==> src/nes_bus_pkg.sv <==
package nes_bus_pkg;

  typedef logic [15:0] cpu_addr_t;  // cpu address bus
  typedef logic [7:0]  byte_t;      // cpu data byte

  typedef logic [3:0]  axil_addr_t; // debug register byte offset
  typedef logic [31:0] axil_data_t; // axi-lite data word

  // cpu memory map regions, decoded on a[15:13]
  typedef enum logic [1:0] {
    region_wram,                    // 0x0000-0x1fff
    region_ppu,                     // 0x2000-0x3fff, nothing behind it here
    region_io,                      // 0x4000-0x7fff
    region_cart                     // 0x8000-0xffff
  } region_e;

  // host bus-cycle fsm
  typedef enum logic [1:0] {
    dbg_idle,                       // waiting for aw+w or ar
    dbg_bus,                        // host owns one bus cycle
    dbg_resp                        // b or r held until ready
  } dbg_state_e;

  localparam axil_addr_t dbg_ctrl_off = 4'h0; // bit 0 halt
  localparam axil_addr_t dbg_addr_off = 4'h4; // cpu address for host cycles
  localparam axil_addr_t dbg_data_off = 4'h8; // access runs a bus cycle
  localparam axil_addr_t dbg_cfg_off  = 4'hC; // bit 0 set means 32k prg

endpackage

==> src/dbg_axil_port.sv <==
`timescale 1ns/100ps

module dbg_axil_port import nes_bus_pkg::*; (
  input  logic       clk_in,
  input  logic       rst_n,
  input  axil_addr_t awaddr,
  input  logic       awvalid,
  output logic       awready,
  input  axil_data_t wdata,
  input  logic       wvalid,
  output logic       wready,
  output logic [1:0] bresp,
  output logic       bvalid,
  input  logic       bready,
  input  axil_addr_t araddr,
  input  logic       arvalid,
  output logic       arready,
  output axil_data_t rdata,
  output logic [1:0] rresp,
  output logic       rvalid,
  input  logic       rready,
  output logic       host_active,   // halt, stalls the cpu
  output cpu_addr_t  host_a,
  output logic       host_r_nw,
  output byte_t      host_wdata,
  input  byte_t      host_rdata,
  output logic       prg_32k
);

  dbg_state_e state_q;
  logic       halt_q;
  logic       cfg_32k_q;
  cpu_addr_t  addr_q;               // target address of host cycles
  byte_t      data_q;               // byte for host writes
  logic       bus_wr_q;             // pending cycle is a write
  logic       phase_q;              // second read step, data on or-bus
  logic       wr_accept;
  logic       rd_accept;
  axil_data_t reg_rdata;            // plain register read value

  // aw and w taken together, write wins a tie with ar
  assign wr_accept = (state_q == dbg_idle) && awvalid && wvalid;
  assign rd_accept = (state_q == dbg_idle) && arvalid && !wr_accept;
  assign awready   = wr_accept;
  assign wready    = wr_accept;
  assign arready   = rd_accept;
  assign bresp     = 2'b00;         // always okay
  assign rresp     = 2'b00;

  assign host_active = halt_q;
  assign host_a      = addr_q;      // held for the whole halt
  assign host_wdata  = data_q;
  assign host_r_nw   = !((state_q == dbg_bus) && bus_wr_q); // write strobe one cycle
  assign prg_32k     = cfg_32k_q;

  always_comb begin
    case (araddr)
      dbg_ctrl_off: reg_rdata = {31'd0, halt_q};
      dbg_addr_off: reg_rdata = {16'd0, addr_q};
      dbg_cfg_off:  reg_rdata = {31'd0, cfg_32k_q};
      default:      reg_rdata = 32'd0;  // data reg while running, holes
    endcase
  end

  always_ff @(posedge clk_in) begin
    if (!rst_n) begin
      state_q   <= dbg_idle;
      halt_q    <= 1'b0;
      cfg_32k_q <= 1'b1;            // 32k prg out of reset
      bvalid    <= 1'b0;
      rvalid    <= 1'b0;
      bus_wr_q  <= 1'b0;
      phase_q   <= 1'b0;
    end else begin
      case (state_q)
        dbg_idle: begin
          phase_q <= 1'b0;
          if (wr_accept) begin
            bus_wr_q <= 1'b1;
            if (awaddr == dbg_ctrl_off) halt_q <= wdata[0];
            if (awaddr == dbg_cfg_off) cfg_32k_q <= wdata[0];
            if (awaddr == dbg_data_off && halt_q) begin
              state_q <= dbg_bus;   // b held back until the write is done
            end else begin
              bvalid  <= 1'b1;
              state_q <= dbg_resp;
            end
          end else if (rd_accept) begin
            bus_wr_q <= 1'b0;
            if (araddr == dbg_data_off && halt_q) begin
              state_q <= dbg_bus;
            end else begin
              rvalid  <= 1'b1;      // next cycle for plain regs
              state_q <= dbg_resp;
            end
          end
        end
        dbg_bus: begin
          if (bus_wr_q || phase_q) begin
            bvalid  <= bus_wr_q;
            rvalid  <= !bus_wr_q;   // address, latency, capture
            state_q <= dbg_resp;
          end else begin
            phase_q <= 1'b1;        // memory latency cycle
          end
        end
        dbg_resp: begin
          if ((bvalid && bready) || (rvalid && rready)) begin
            bvalid  <= 1'b0;
            rvalid  <= 1'b0;
            state_q <= dbg_idle;
          end
        end
        default: state_q <= dbg_idle;
      endcase
    end
  end

  always_ff @(posedge clk_in) begin
    if (wr_accept && awaddr == dbg_addr_off) addr_q <= wdata[15:0];
    if (wr_accept && awaddr == dbg_data_off) data_q <= wdata[7:0];
    if (rd_accept) begin
      rdata <= reg_rdata;
    end else if (state_q == dbg_bus && !bus_wr_q && phase_q) begin
      rdata <= {24'd0, host_rdata}; // byte from the or-bus
    end
  end

endmodule

==> config.mk <==
export PLATFORM = sky130hd
export DESIGN_NAME = dbg_axil_port
export DESIGN_NICKNAME = d
export VERILOG_FILES = /design/src/nes_bus_pkg.sv /design/src/dbg_axil_port.sv
export SDC_FILE = /design/constraint.sdc
export NUM_CORES = 1
export LEC_CHECK = 0
export BUFFER_PORTS_ARGS = -buffer_cell sky130_fd_sc_hd__buf_2
export CAP_MARGIN = 10
export CORE_ASPECT_RATIO = 0.6
export CORE_MARGIN = 2
export CORE_UTILIZATION = 45
export CTS_BUF_LIST = sky130_fd_sc_hd__clkbuf_8
export CTS_CLUSTER_SIZE = 25
export DETAILED_ROUTE_END_ITERATION = 8
export GPL_TIMING_DRIVEN = 0
export MAX_ROUTING_LAYER = met4
export PLACE_DENSITY = 0.82
export SYNTH_ARGS = -nofsm -noshare
export SYNTH_HDL_FRONTEND = slang
export SYNTH_SLANG_ARGS = --single-unit
==> constraint.sdc <==
create_clock -name clk_in -period 2.7 [get_ports clk_in]
set_clock_uncertainty 0.05 [all_clocks]
set_input_delay 0.27 -clock clk_in [delete_from_list [all_inputs] [get_ports clk_in]]
set_output_delay 0.27 -clock clk_in [all_outputs]
set_load 0.01 [all_outputs]
==> impl_metrics.csv <==
group,metric,value,unit
outcome,outcome,"finished clean",
timing,rsz0062_at_grt,"false",
drt,viasPerCell,4.62,
die,die_w,91.9,um
final_layout,drive_above_1_share,45.9,%
timing,slew_viol_final,0,
power_and_ir_drop,finalPower,1.45,mW
timing,final-setup-viol-count,0,
placed_design,port_buffers,85,
cts,cts.reportedPaths.clkPinSlew,80,ps
final_layout,nFillCells,388,
drt,finalWirelength,4560,um
yosys,syn_area,0.00208,mm2
drt,wl_per_cell,13.9,um
drt,drtIter0Drc,149,
die,start_util,46.1,%
power_and_ir_drop,power.density,527,mW/mm2
global_routing,grt_pass1_wl,6830,um
final_layout,fin_nets,320,
drt,final_antenna_net_count,0,
setup_path,crit_path_max_incr_delay,570,ps
placed_design,place_congestion,0.924,
setup_path,worstSetupPathType,"flop to flop",
cts,clock_latency,290,ps
yosys,syn-instance-count,153,
worst_hold_path,hp-start,"wdata[9]",
timing,period_share,80.0,%
setup_path,crit_required,2530,ps
cts,cts_max_path_buffers,2,
final_layout,syn_to_final_growth,32.1,%
cts,clkSinkCount,48,
global_routing,overflow,0,
die,rows,19,
drt,drc,0,
timing,fin_ws,540,ps
cts,cts_tree,"built",
global_routing,grt_pass1_vias,1354,
global_routing,grt_max_degree,17,
yosys,synth-edff-count,40,
setup_path,cp_max_fo,16,
die,io_pins,123,
final_layout,final_cell_mix,"86 x buf_2, 40 x edfxtp_1, 21 x buf_4",
setup_path,worstPathArrival,1990,ps
global_routing,antenna_found_initial,0,
setup_path,end_kind,"flop",
cts,cts-buffers-inserted,5,
cts,ctsHoldBuffers,0,
yosys,syn_avg_cell_area,13.6,um2
yosys,ys_seq_area_share,65.3,%
final_layout,fin_area,0.00275,mm2
setup_path,crit_buf_inv,1,
setup_path,r2r-start,"state_q[0]$_SDFFE_PN0P_",
setup_path,cp_top_family,"simple AND/OR/NAND/NOR gates",
cts,h-tree-depth,2,
timing,relSlewSlack,50.3,%
power_and_ir_drop,vdd.ir_drop.worst,0.298,mV
die,die-area,0.00521,mm2
cts,cts-root-buf,"clkbuf_8",
setup_path,path_cells,"nor2_4 -> nand3_2 -> clkbuf_1 -> nand2_1",
timing,setup_tns,0,ps
power_and_ir_drop,p_leak,1.24,nW
yosys,synth_cell_types,41,
drt,firstDrtPassIters,4,
global_routing,track_usage,17.9,%
run,drv_cap,0,
final_layout,num_antenna_cells,0,
final_layout,final_common_cell,"buf_2",
timing,worstMarginPinSlew,742,ps
drt,vias,1520,
yosys,synthFlopType,"edfxtp_1",
cts,cts-resized-gates,0,
timing,fmax,463,MHz
yosys,ys_warn_count,0,
die,die_h,56.7,um
worst_hold_path,hp-class,"primary input to flop",
placed_design,dpl.hpwl,3610,um
timing,hold_viol_final,0,
yosys,ys_seq_elements,48,
setup_path,slowest_stage,"nand2_1",
setup_path,cp-startpoint,"state_q[0]$_SDFFE_PN0P_",
timing,period_minus_slack,2160,ps
cts,postCtsSetupBuffers,0,
setup_path,start_kind,"flop",
yosys,synthArstFlopShare,0,%
placed_design,dpl_cell_area,0.00267,mm2
placed_design,pre_cts_ws,512,ps
die,coreArea,0.00452,mm2
placed_design,dp.cells,321,
final_layout,instances_no_fill,329,
-- Yosys cell counts, types with 2 or more instances --
cell type | instances | area [um2]
nand3_1 | 4 | 20.0
buf_4 | 21 | 158
nand2_1 | 10 | 37.5
clkbuf_1 | 2 | 7.51
a21oi_1 | 3 | 15.0
nor3b_1 | 2 | 15.0
and3_1 | 2 | 12.5
mux2i_1 | 3 | 30.0
nand4_1 | 2 | 12.5
edfxtp_1 | 40 | 1200
o21ai_1 | 2 | 10.0
and2_1 | 10 | 62.6
nor2_1 | 6 | 22.5
nor2b_1 | 4 | 25.0
inv_1 | 2 | 7.51
dfxtp_1 | 8 | 160
a22o_1 | 7 | 61.3
nand2b_1 | 2 | 12.5
-- per-layer routing --
metal	vias to the layer above	wire length (um)	share of wire (%)	global-route usage, %
met4	0	21	0.46	4.48
met5	-	0	0	-
met2	59	2280	50	29.3
met1	709	1950	43	24.3
met3	2	302	6.6	2.15
li1	750	-	-	-
-- path summary, 6_finish.rpt --
check / depth (start not counted) / endpoint / slack, ps
hold / removal: 1 / host_a[9]$_DFFE_PP_ / 100
hold reg to reg: 2 / rvalid$_SDFFE_PN0P_ / 430
setup / recovery: 4 / rdata[14]$_SDFFCE_PN0P_ / 540
setup reg to reg: 4 / rdata[14]$_SDFFCE_PN0P_ / 540
-- power breakdown --
| part | switching, mW | internal [mW] | leakage, nW | total (mW) |
|---|---|---|---|---|
| sequential | 0.0124 | 0.833 | 0.434 | 0.845 |
| combinational | 0.109 | 0.0930 | 0.759 | 0.202 |
| clock | 0.229 | 0.176 | 0.0453 | 0.406 |
| total | 0.350 | 1.10 | 1.24 | 1.45 |
-- state kept, by name, indices dropped and copies added, names as in the netlist --
name,count
phase_q,1
host_wdata,8
bus_wr_q,1
host_a,16
prg_32k,1
host_active,1
rdata,16
bvalid,1
rvalid,1
state_q,2
-- cell type report --
cell class	count	area [um2]	share of cell area, %
clock buffer	5	68.8	2.50
sequential	48	1360	49.4
inverter	2	7.51	0.273
multi-input combinational	97	606	22.0
buffer	25	181	6.59
clock inverter	3	13.8	0.500
timing repair buffer	86	437	15.9
tap	63	78.8	2.86
-- through the flow --
step,util [%],hold WS (ps)
2_1_floorplan,-,319
3_3_place_gp,58.9,397
3_5_place_dp,59.1,398
4_1_cts,61.0,89.3
5_1_grt,61.0,80.8
6_report,61.0,98.5
-- cell families after synthesis --
| kind of cell | count (synthesis) | share of synthesized area, % |
|---|---|---|
| DFF | 48 | 65.3 |
| muxes | 5 | 2.52 |
| AOI/OAI and AO/OA | 22 | 7.92 |
| and+or+nand+nor | 50 | 15.0 |
| other | 1 | 0.180 |
| buffers and inverters | 27 | 9.06 |
(Power assumes the default switching activity.)
