===== src/nes_bus_pkg.sv =====
package nes_bus_pkg;

  typedef logic [15:0] cpu_addr_t;  // cpu address bus
  typedef logic [7:0]  byte_t;      // cpu data byte

  typedef logic [3:0]  axil_addr_t; // debug register byte offset
  typedef logic [31:0] axil_data_t; // axi-lite data word

  // cpu memory map regions, decoded on a[15:13]
  typedef enum logic [1:0] {
    region_wram,                    // 0x0000-0x1fff
    region_ppu,                     // 0x2000-0x3fff, nothing behind it here
    region_io,                      // 0x4000-0x7fff
    region_cart                     // 0x8000-0xffff
  } region_e;

  // host bus-cycle fsm
  typedef enum logic [1:0] {
    dbg_idle,                       // waiting for aw+w or ar
    dbg_bus,                        // host owns one bus cycle
    dbg_resp                        // b or r held until ready
  } dbg_state_e;

  localparam axil_addr_t dbg_ctrl_off = 4'h0; // bit 0 halt
  localparam axil_addr_t dbg_addr_off = 4'h4; // cpu address for host cycles
  localparam axil_addr_t dbg_data_off = 4'h8; // access runs a bus cycle
  localparam axil_addr_t dbg_cfg_off  = 4'hC; // bit 0 set means 32k prg

endpackage


===== src/cpu_bus_if.sv =====
`timescale 1ns/100ps

interface cpu_bus_if import nes_bus_pkg::*; ();

  cpu_addr_t a;           // muxed address
  logic      r_nw;        // 1 read, 0 write
  byte_t     wdata;       // muxed write data
  byte_t     rdata;       // or of the target shares
  logic      wram_en;     // a[15:13] == 000
  logic      cart_en;     // a[15] set
  logic      host_wr;     // host write into prg space
  byte_t     wram_rdata;  // wram share, zero when not selected
  byte_t     cart_rdata;  // cart share, zero when not selected

  modport master (output a, r_nw, wdata, input rdata);
  modport mem_map (output a, r_nw, wdata, rdata, wram_en, cart_en, host_wr,
                   input wram_rdata, cart_rdata);
  modport target (input a, r_nw, wdata, wram_en, cart_en, host_wr,
                  output wram_rdata, cart_rdata);

endinterface


===== src/cpu_mem_map.sv =====
`timescale 1ns/100ps

module cpu_mem_map import nes_bus_pkg::*; (
  input  logic       clk_in,
  input  logic       rst_n,
  input  cpu_addr_t  cpu_a,        // from external cpu
  input  logic       cpu_r_nw,
  input  byte_t      cpu_d_out,
  output byte_t      cpu_d_in,     // valid one cycle after cpu_a
  output logic       cpu_rdy,      // low while host holds the bus
  input  logic       host_active,
  input  cpu_addr_t  host_a,
  input  logic       host_r_nw,
  input  byte_t      host_wdata,
  output byte_t      host_rdata,
  cpu_bus_if.mem_map bus
);

  region_e region;                 // region of the current address
  region_e region_q;               // region of last cycle, matches read latency

  // bus master select, host wins while halted
  assign cpu_rdy   = !host_active;
  assign bus.a     = host_active ? host_a     : cpu_a;
  assign bus.r_nw  = host_active ? host_r_nw  : cpu_r_nw;
  assign bus.wdata = host_active ? host_wdata : cpu_d_out;

  always_comb begin
    casez (bus.a[15:13])
      3'b000:  region = region_wram;
      3'b001:  region = region_ppu;  // ppu regs, mirrored every 8 bytes
      3'b01?:  region = region_io;   // apu, joypads, expansion
      default: region = region_cart;
    endcase
  end

  assign bus.wram_en = (region == region_wram);
  assign bus.cart_en = (region == region_cart);
  assign bus.host_wr = host_active && !host_r_nw && bus.cart_en; // cpu can't write prg

  always_ff @(posedge clk_in) begin
    if (!rst_n) begin
      region_q <= region_io;       // nothing selected
    end else begin
      region_q <= region;
    end
  end

  // wired-or read bus, unselected regions contribute zero
  assign bus.rdata = ((region_q == region_wram) ? bus.wram_rdata : 8'h00) |
                     ((region_q == region_cart) ? bus.cart_rdata : 8'h00);

  assign cpu_d_in   = bus.rdata;
  assign host_rdata = bus.rdata;   // host sees the same byte as the cpu

endmodule


===== src/flat_wrapper.sv =====
// flat-port wrapper written by rule: the top's interface ports become plain ports
module cpu_mem_map_flat import nes_bus_pkg::*;
  (clk_in, rst_n, cpu_a, cpu_r_nw, cpu_d_out, cpu_d_in, cpu_rdy, host_active, host_a, host_r_nw, host_wdata, host_rdata, bus_a, bus_r_nw, bus_wdata, bus_rdata, bus_wram_en, bus_cart_en, bus_host_wr, bus_wram_rdata, bus_cart_rdata);
  cpu_bus_if bus_i ();
  input  logic clk_in;
  input  logic rst_n;
  input  cpu_addr_t cpu_a;
  input  logic cpu_r_nw;
  input  byte_t cpu_d_out;
  output byte_t cpu_d_in;
  output logic cpu_rdy;
  input  logic host_active;
  input  cpu_addr_t host_a;
  input  logic host_r_nw;
  input  byte_t host_wdata;
  output byte_t host_rdata;
  output wire logic [$bits(bus_i.a)-1:0] bus_a;
  output wire logic [$bits(bus_i.r_nw)-1:0] bus_r_nw;
  output wire logic [$bits(bus_i.wdata)-1:0] bus_wdata;
  output wire logic [$bits(bus_i.rdata)-1:0] bus_rdata;
  output wire logic [$bits(bus_i.wram_en)-1:0] bus_wram_en;
  output wire logic [$bits(bus_i.cart_en)-1:0] bus_cart_en;
  output wire logic [$bits(bus_i.host_wr)-1:0] bus_host_wr;
  input wire logic [$bits(bus_i.wram_rdata)-1:0] bus_wram_rdata;
  input wire logic [$bits(bus_i.cart_rdata)-1:0] bus_cart_rdata;
  assign bus_a = bus_i.a;
  assign bus_r_nw = bus_i.r_nw;
  assign bus_wdata = bus_i.wdata;
  assign bus_rdata = bus_i.rdata;
  assign bus_wram_en = bus_i.wram_en;
  assign bus_cart_en = bus_i.cart_en;
  assign bus_host_wr = bus_i.host_wr;
  assign bus_i.wram_rdata = bus_wram_rdata;
  assign bus_i.cart_rdata = bus_cart_rdata;
  cpu_mem_map u_core (.clk_in(clk_in), .rst_n(rst_n), .cpu_a(cpu_a), .cpu_r_nw(cpu_r_nw), .cpu_d_out(cpu_d_out), .cpu_d_in(cpu_d_in), .cpu_rdy(cpu_rdy), .host_active(host_active), .host_a(host_a), .host_r_nw(host_r_nw), .host_wdata(host_wdata), .host_rdata(host_rdata), .bus(bus_i));
endmodule

===== config.mk =====
export PLATFORM = sky130hd
export DESIGN_NAME = cpu_mem_map_flat
export DESIGN_NICKNAME = d
export VERILOG_FILES = /design/src/nes_bus_pkg.sv /design/src/cpu_bus_if.sv /design/src/cpu_mem_map.sv /design/src/flat_wrapper.sv
export SDC_FILE = /design/constraint.sdc
export NUM_CORES = 1
export LEC_CHECK = 0
export ABC_AREA = 1
export BUFFER_PORTS_ARGS = -buffer_cell sky130_fd_sc_hd__buf_2
export CAP_MARGIN = 20
export CORE_MARGIN = 4
export CORE_UTILIZATION = 25
export DETAILED_ROUTE_END_ITERATION = 16
export PLACE_DENSITY_LB_ADDON = 0.3
export SLEW_MARGIN = 20
export SYNTH_ARGS = -nofsm -noshare
export SYNTH_HDL_FRONTEND = slang
export SYNTH_SLANG_ARGS = --single-unit

===== constraint.sdc =====
create_clock -name clk_in -period 1.4 [get_ports clk_in]
set_clock_uncertainty 0.05 [all_clocks]
set_input_delay 0.21 -clock clk_in [delete_from_list [all_inputs] [get_ports clk_in]]
set_output_delay 0.21 -clock clk_in [all_outputs]
set_load 0.02 [all_outputs]

==> impl_metrics.env <==
export IMPL_outcome="complete, but fails checks"
export IMPL_violations="negative setup slack"
export IMPL_die_w_microns=61.27
export IMPL_diodes=0
export IMPL_relSlewSlack=0.8326
export IMPL_cts_clk_slew_worst_paths_ps=30
export IMPL_initial_core_util=0.2595
export IMPL_drv_cap=0
export IMPL_gr_usage_all_layers=0.1503
export IMPL_wl_per_cell_microns=10.75
export IMPL_gp_congestion=0.7538
export IMPL_totalWireLength_mm=2.966
export IMPL_viasPerCell=4.112
export IMPL_post_route_min_period_ps=1506
export IMPL_hpwl_mm=2.488
export IMPL_ys_ff_latch=2
export IMPL_cts_hold_buf=0
export IMPL_dieArea_sq_um=3754
export IMPL_crit_path_max_incr_delay_ps=300
export IMPL_holdWs_ps=141.9
export IMPL_hold_class="in -> reg"
export IMPL_largest_reg_flops=2
export IMPL_htreeDepth=1
export IMPL_p_seq_frac=0.079
export IMPL_grt_pass1_vias=1111
export IMPL_cts_tree="built"
export IMPL_drtIter0Drc=19
export IMPL_max_freq_mhz=663.9
export IMPL_clock_sinks=2
export IMPL_ys_seq_area_frac=0.05644
export IMPL_avgSynthCellArea_sq_um=5.067
export IMPL_synth_distinct_cells=14
export IMPL_worst_setup_path_type="reg -> out"
export IMPL_num_vias=1135
export IMPL_cts_root_buf="clkbuf_4"
export IMPL_fillCellCount=279
export IMPL_p_sw_frac=0.4667
export IMPL_synth_cells=140
export IMPL_critPathRequiredTime_ps=1140
export IMPL_drive_gt1_frac=0.5755
export IMPL_hold_viol_final=0
export IMPL_cp_end_kind="primary output"
export IMPL_io_buffers=121
export IMPL_cpMaxStageDelayCell="dfxtp_1"
export IMPL_synth_area_sq_um=709.4
export IMPL_yosysWarnings=0
export IMPL_fin_tns_setup_ps=-2135
export IMPL_rows=19
export IMPL_fin_ws_ps=-106.2
export IMPL_power_switching_mw=0.3715
export IMPL_combPwrFrac=0.760
export IMPL_finalCritPeriodShare=1.076
export IMPL_dpl_cell_area_sq_um=1279
export IMPL_tightest_slew_ps=249.4
export IMPL_synth_nets=209
export IMPL_regMostFlops="u_core.region_q"
export IMPL_grt_max_degree=18
export IMPL_die_h_microns=61.27
export IMPL_clk_path_buf_depth=2
export IMPL_leakage_nw=0.9497
export IMPL_drtPass1Iterations=4
export IMPL_grt_ovfl_total=0
export IMPL_numCtsBuffers=3
export IMPL_worstPathCellList="or2_4 > buf_6 > o21ai_4 > buf_4"
export IMPL_worst_ep_arrival_time_ps=1250
export IMPL_irDropWorstVdd_mv=0.3343
export IMPL_finalSetupViolations=24
export IMPL_pwr_share_clk=0.161
export IMPL_cp_start_kind="flip-flop"
export IMPL_rsz0062_at_grt="yes"
export IMPL_area_growth_pct=104.9
export IMPL_core_area_sq_um=2734
export IMPL_internal_power_mw=0.4245
export IMPL_largest_registers="u_core.region_q x2"
export IMPL_detail_route_antenna_nets=0
export IMPL_final_area_sq_um=1454
export IMPL_grt_pass1_wl_mm=4.291
export IMPL_antenna_found_initial=0
export IMPL_power_density_nw_per_um2=547.5
export IMPL_critical_path_peak_fanout=5
export IMPL_fin_nets=316
export IMPL_slew_violations=0
export IMPL_io_pins=122
export IMPL_drcViolationCount=0
-- placed cells by master (no fill, tap or decap) --
master / instances
inv_4: 1
o21ai_1: 1
or2_4: 1
buf_6: 24
a21oi_1: 1
nor3_2: 1
buf_2: 97
inv_1: 14
buf_4: 6
nand2_1: 74
clkbuf_4: 3
o21ai_4: 8
nor2_1: 3
dfxtp_1: 2
nand3_1: 9
-- critical path: cells and delay by family, from the launching register on --
kind                   cells  cell delay, ps
flip-flops                 1             300
buffers and inverters      2             320
AND/OR/NAND/NOR            1             250
AO/OA/AOI/OAI              1             160
-- per-layer routing --
layer | share of wire | up-vias | global-route usage | wire length [microns]
met5 | 0 | - | 0 | 0
met4 | 0.014 | 0 | 0.07740 | 42
met3 | 0.13 | 4 | 0.05241 | 374
met2 | 0.53 | 70 | 0.2795 | 1568
met1 | 0.33 | 450 | 0.1445 | 980
li1 | - | 611 | - | -
-- cells in the mapped netlist (all sizes together) --
master | instances | area (sq um)
nand2 | 74 | 277.8
buf | 25 | 185.2
inv | 15 | 58.81
nand3 | 9 | 45.04
o21ai | 9 | 75.07
nor2 | 3 | 11.26
dfxtp | 2 | 40.04
a21oi | 1 | 5.000
nor3 | 1 | 5.000
or2 | 1 | 6.260
-- cells by family after synthesis --
family                 share of synthesized area
AOI/OAI and AO/OA                         0.1129
DFF                                      0.05644
buffers and inverters                     0.3439
and+or+nand+nor                           0.4868
-- final cells by class --
class,count,area [sq um],share of cell area
timing repair buffer,127,800.8,0.5508
multi-input combinational,98,493.0,0.3391
inverter,15,58.81,0.04045
sequential,2,40.04,0.02754
tap,31,38.79,0.02668
clock buffer,3,22.52,0.01549
-- power groups by stage --
stage	sequential, mW	clock (mW)	combinational [mW]
floorplan	0.0631	0	0.371
global placement	0.0634	0	0.533
detailed placement	0.0636	0	0.533
CTS	0.0628	0.137	0.579
global route	0.0635	0.139	0.659
finish	0.0630	0.128	0.605
-- metrics by stage --
step,utilization,std cells,setup WS (ps),power [mW]
after floorplan,-,140,-53.61,0.4340
after CTS,0.5089,276,-125.4,0.7790
after global routing,0.5318,276,-162.8,0.8617
after detailed placement,0.4677,273,97.78,0.5965
final,0.5318,276,-106.2,0.7960
after global placement,0.4677,273,110.9,0.5967
-- repair_timing --
action	4_1_cts	5_1_grt
buffers inserted	0	0
endpoints found under the setup margin	24	24
gates resized for setup	31	18
-- final timing paths --
| kind | from | endpoint | depth (start not counted) |
|---|---|---|---|
| worst max-delay path | u_core.region_q[1] | cpu_d_in[1] | 4 |
| worst min-delay path | rst_n | u_core.region_q[1] | 2 |
Power figures use the tool's default switching activity.
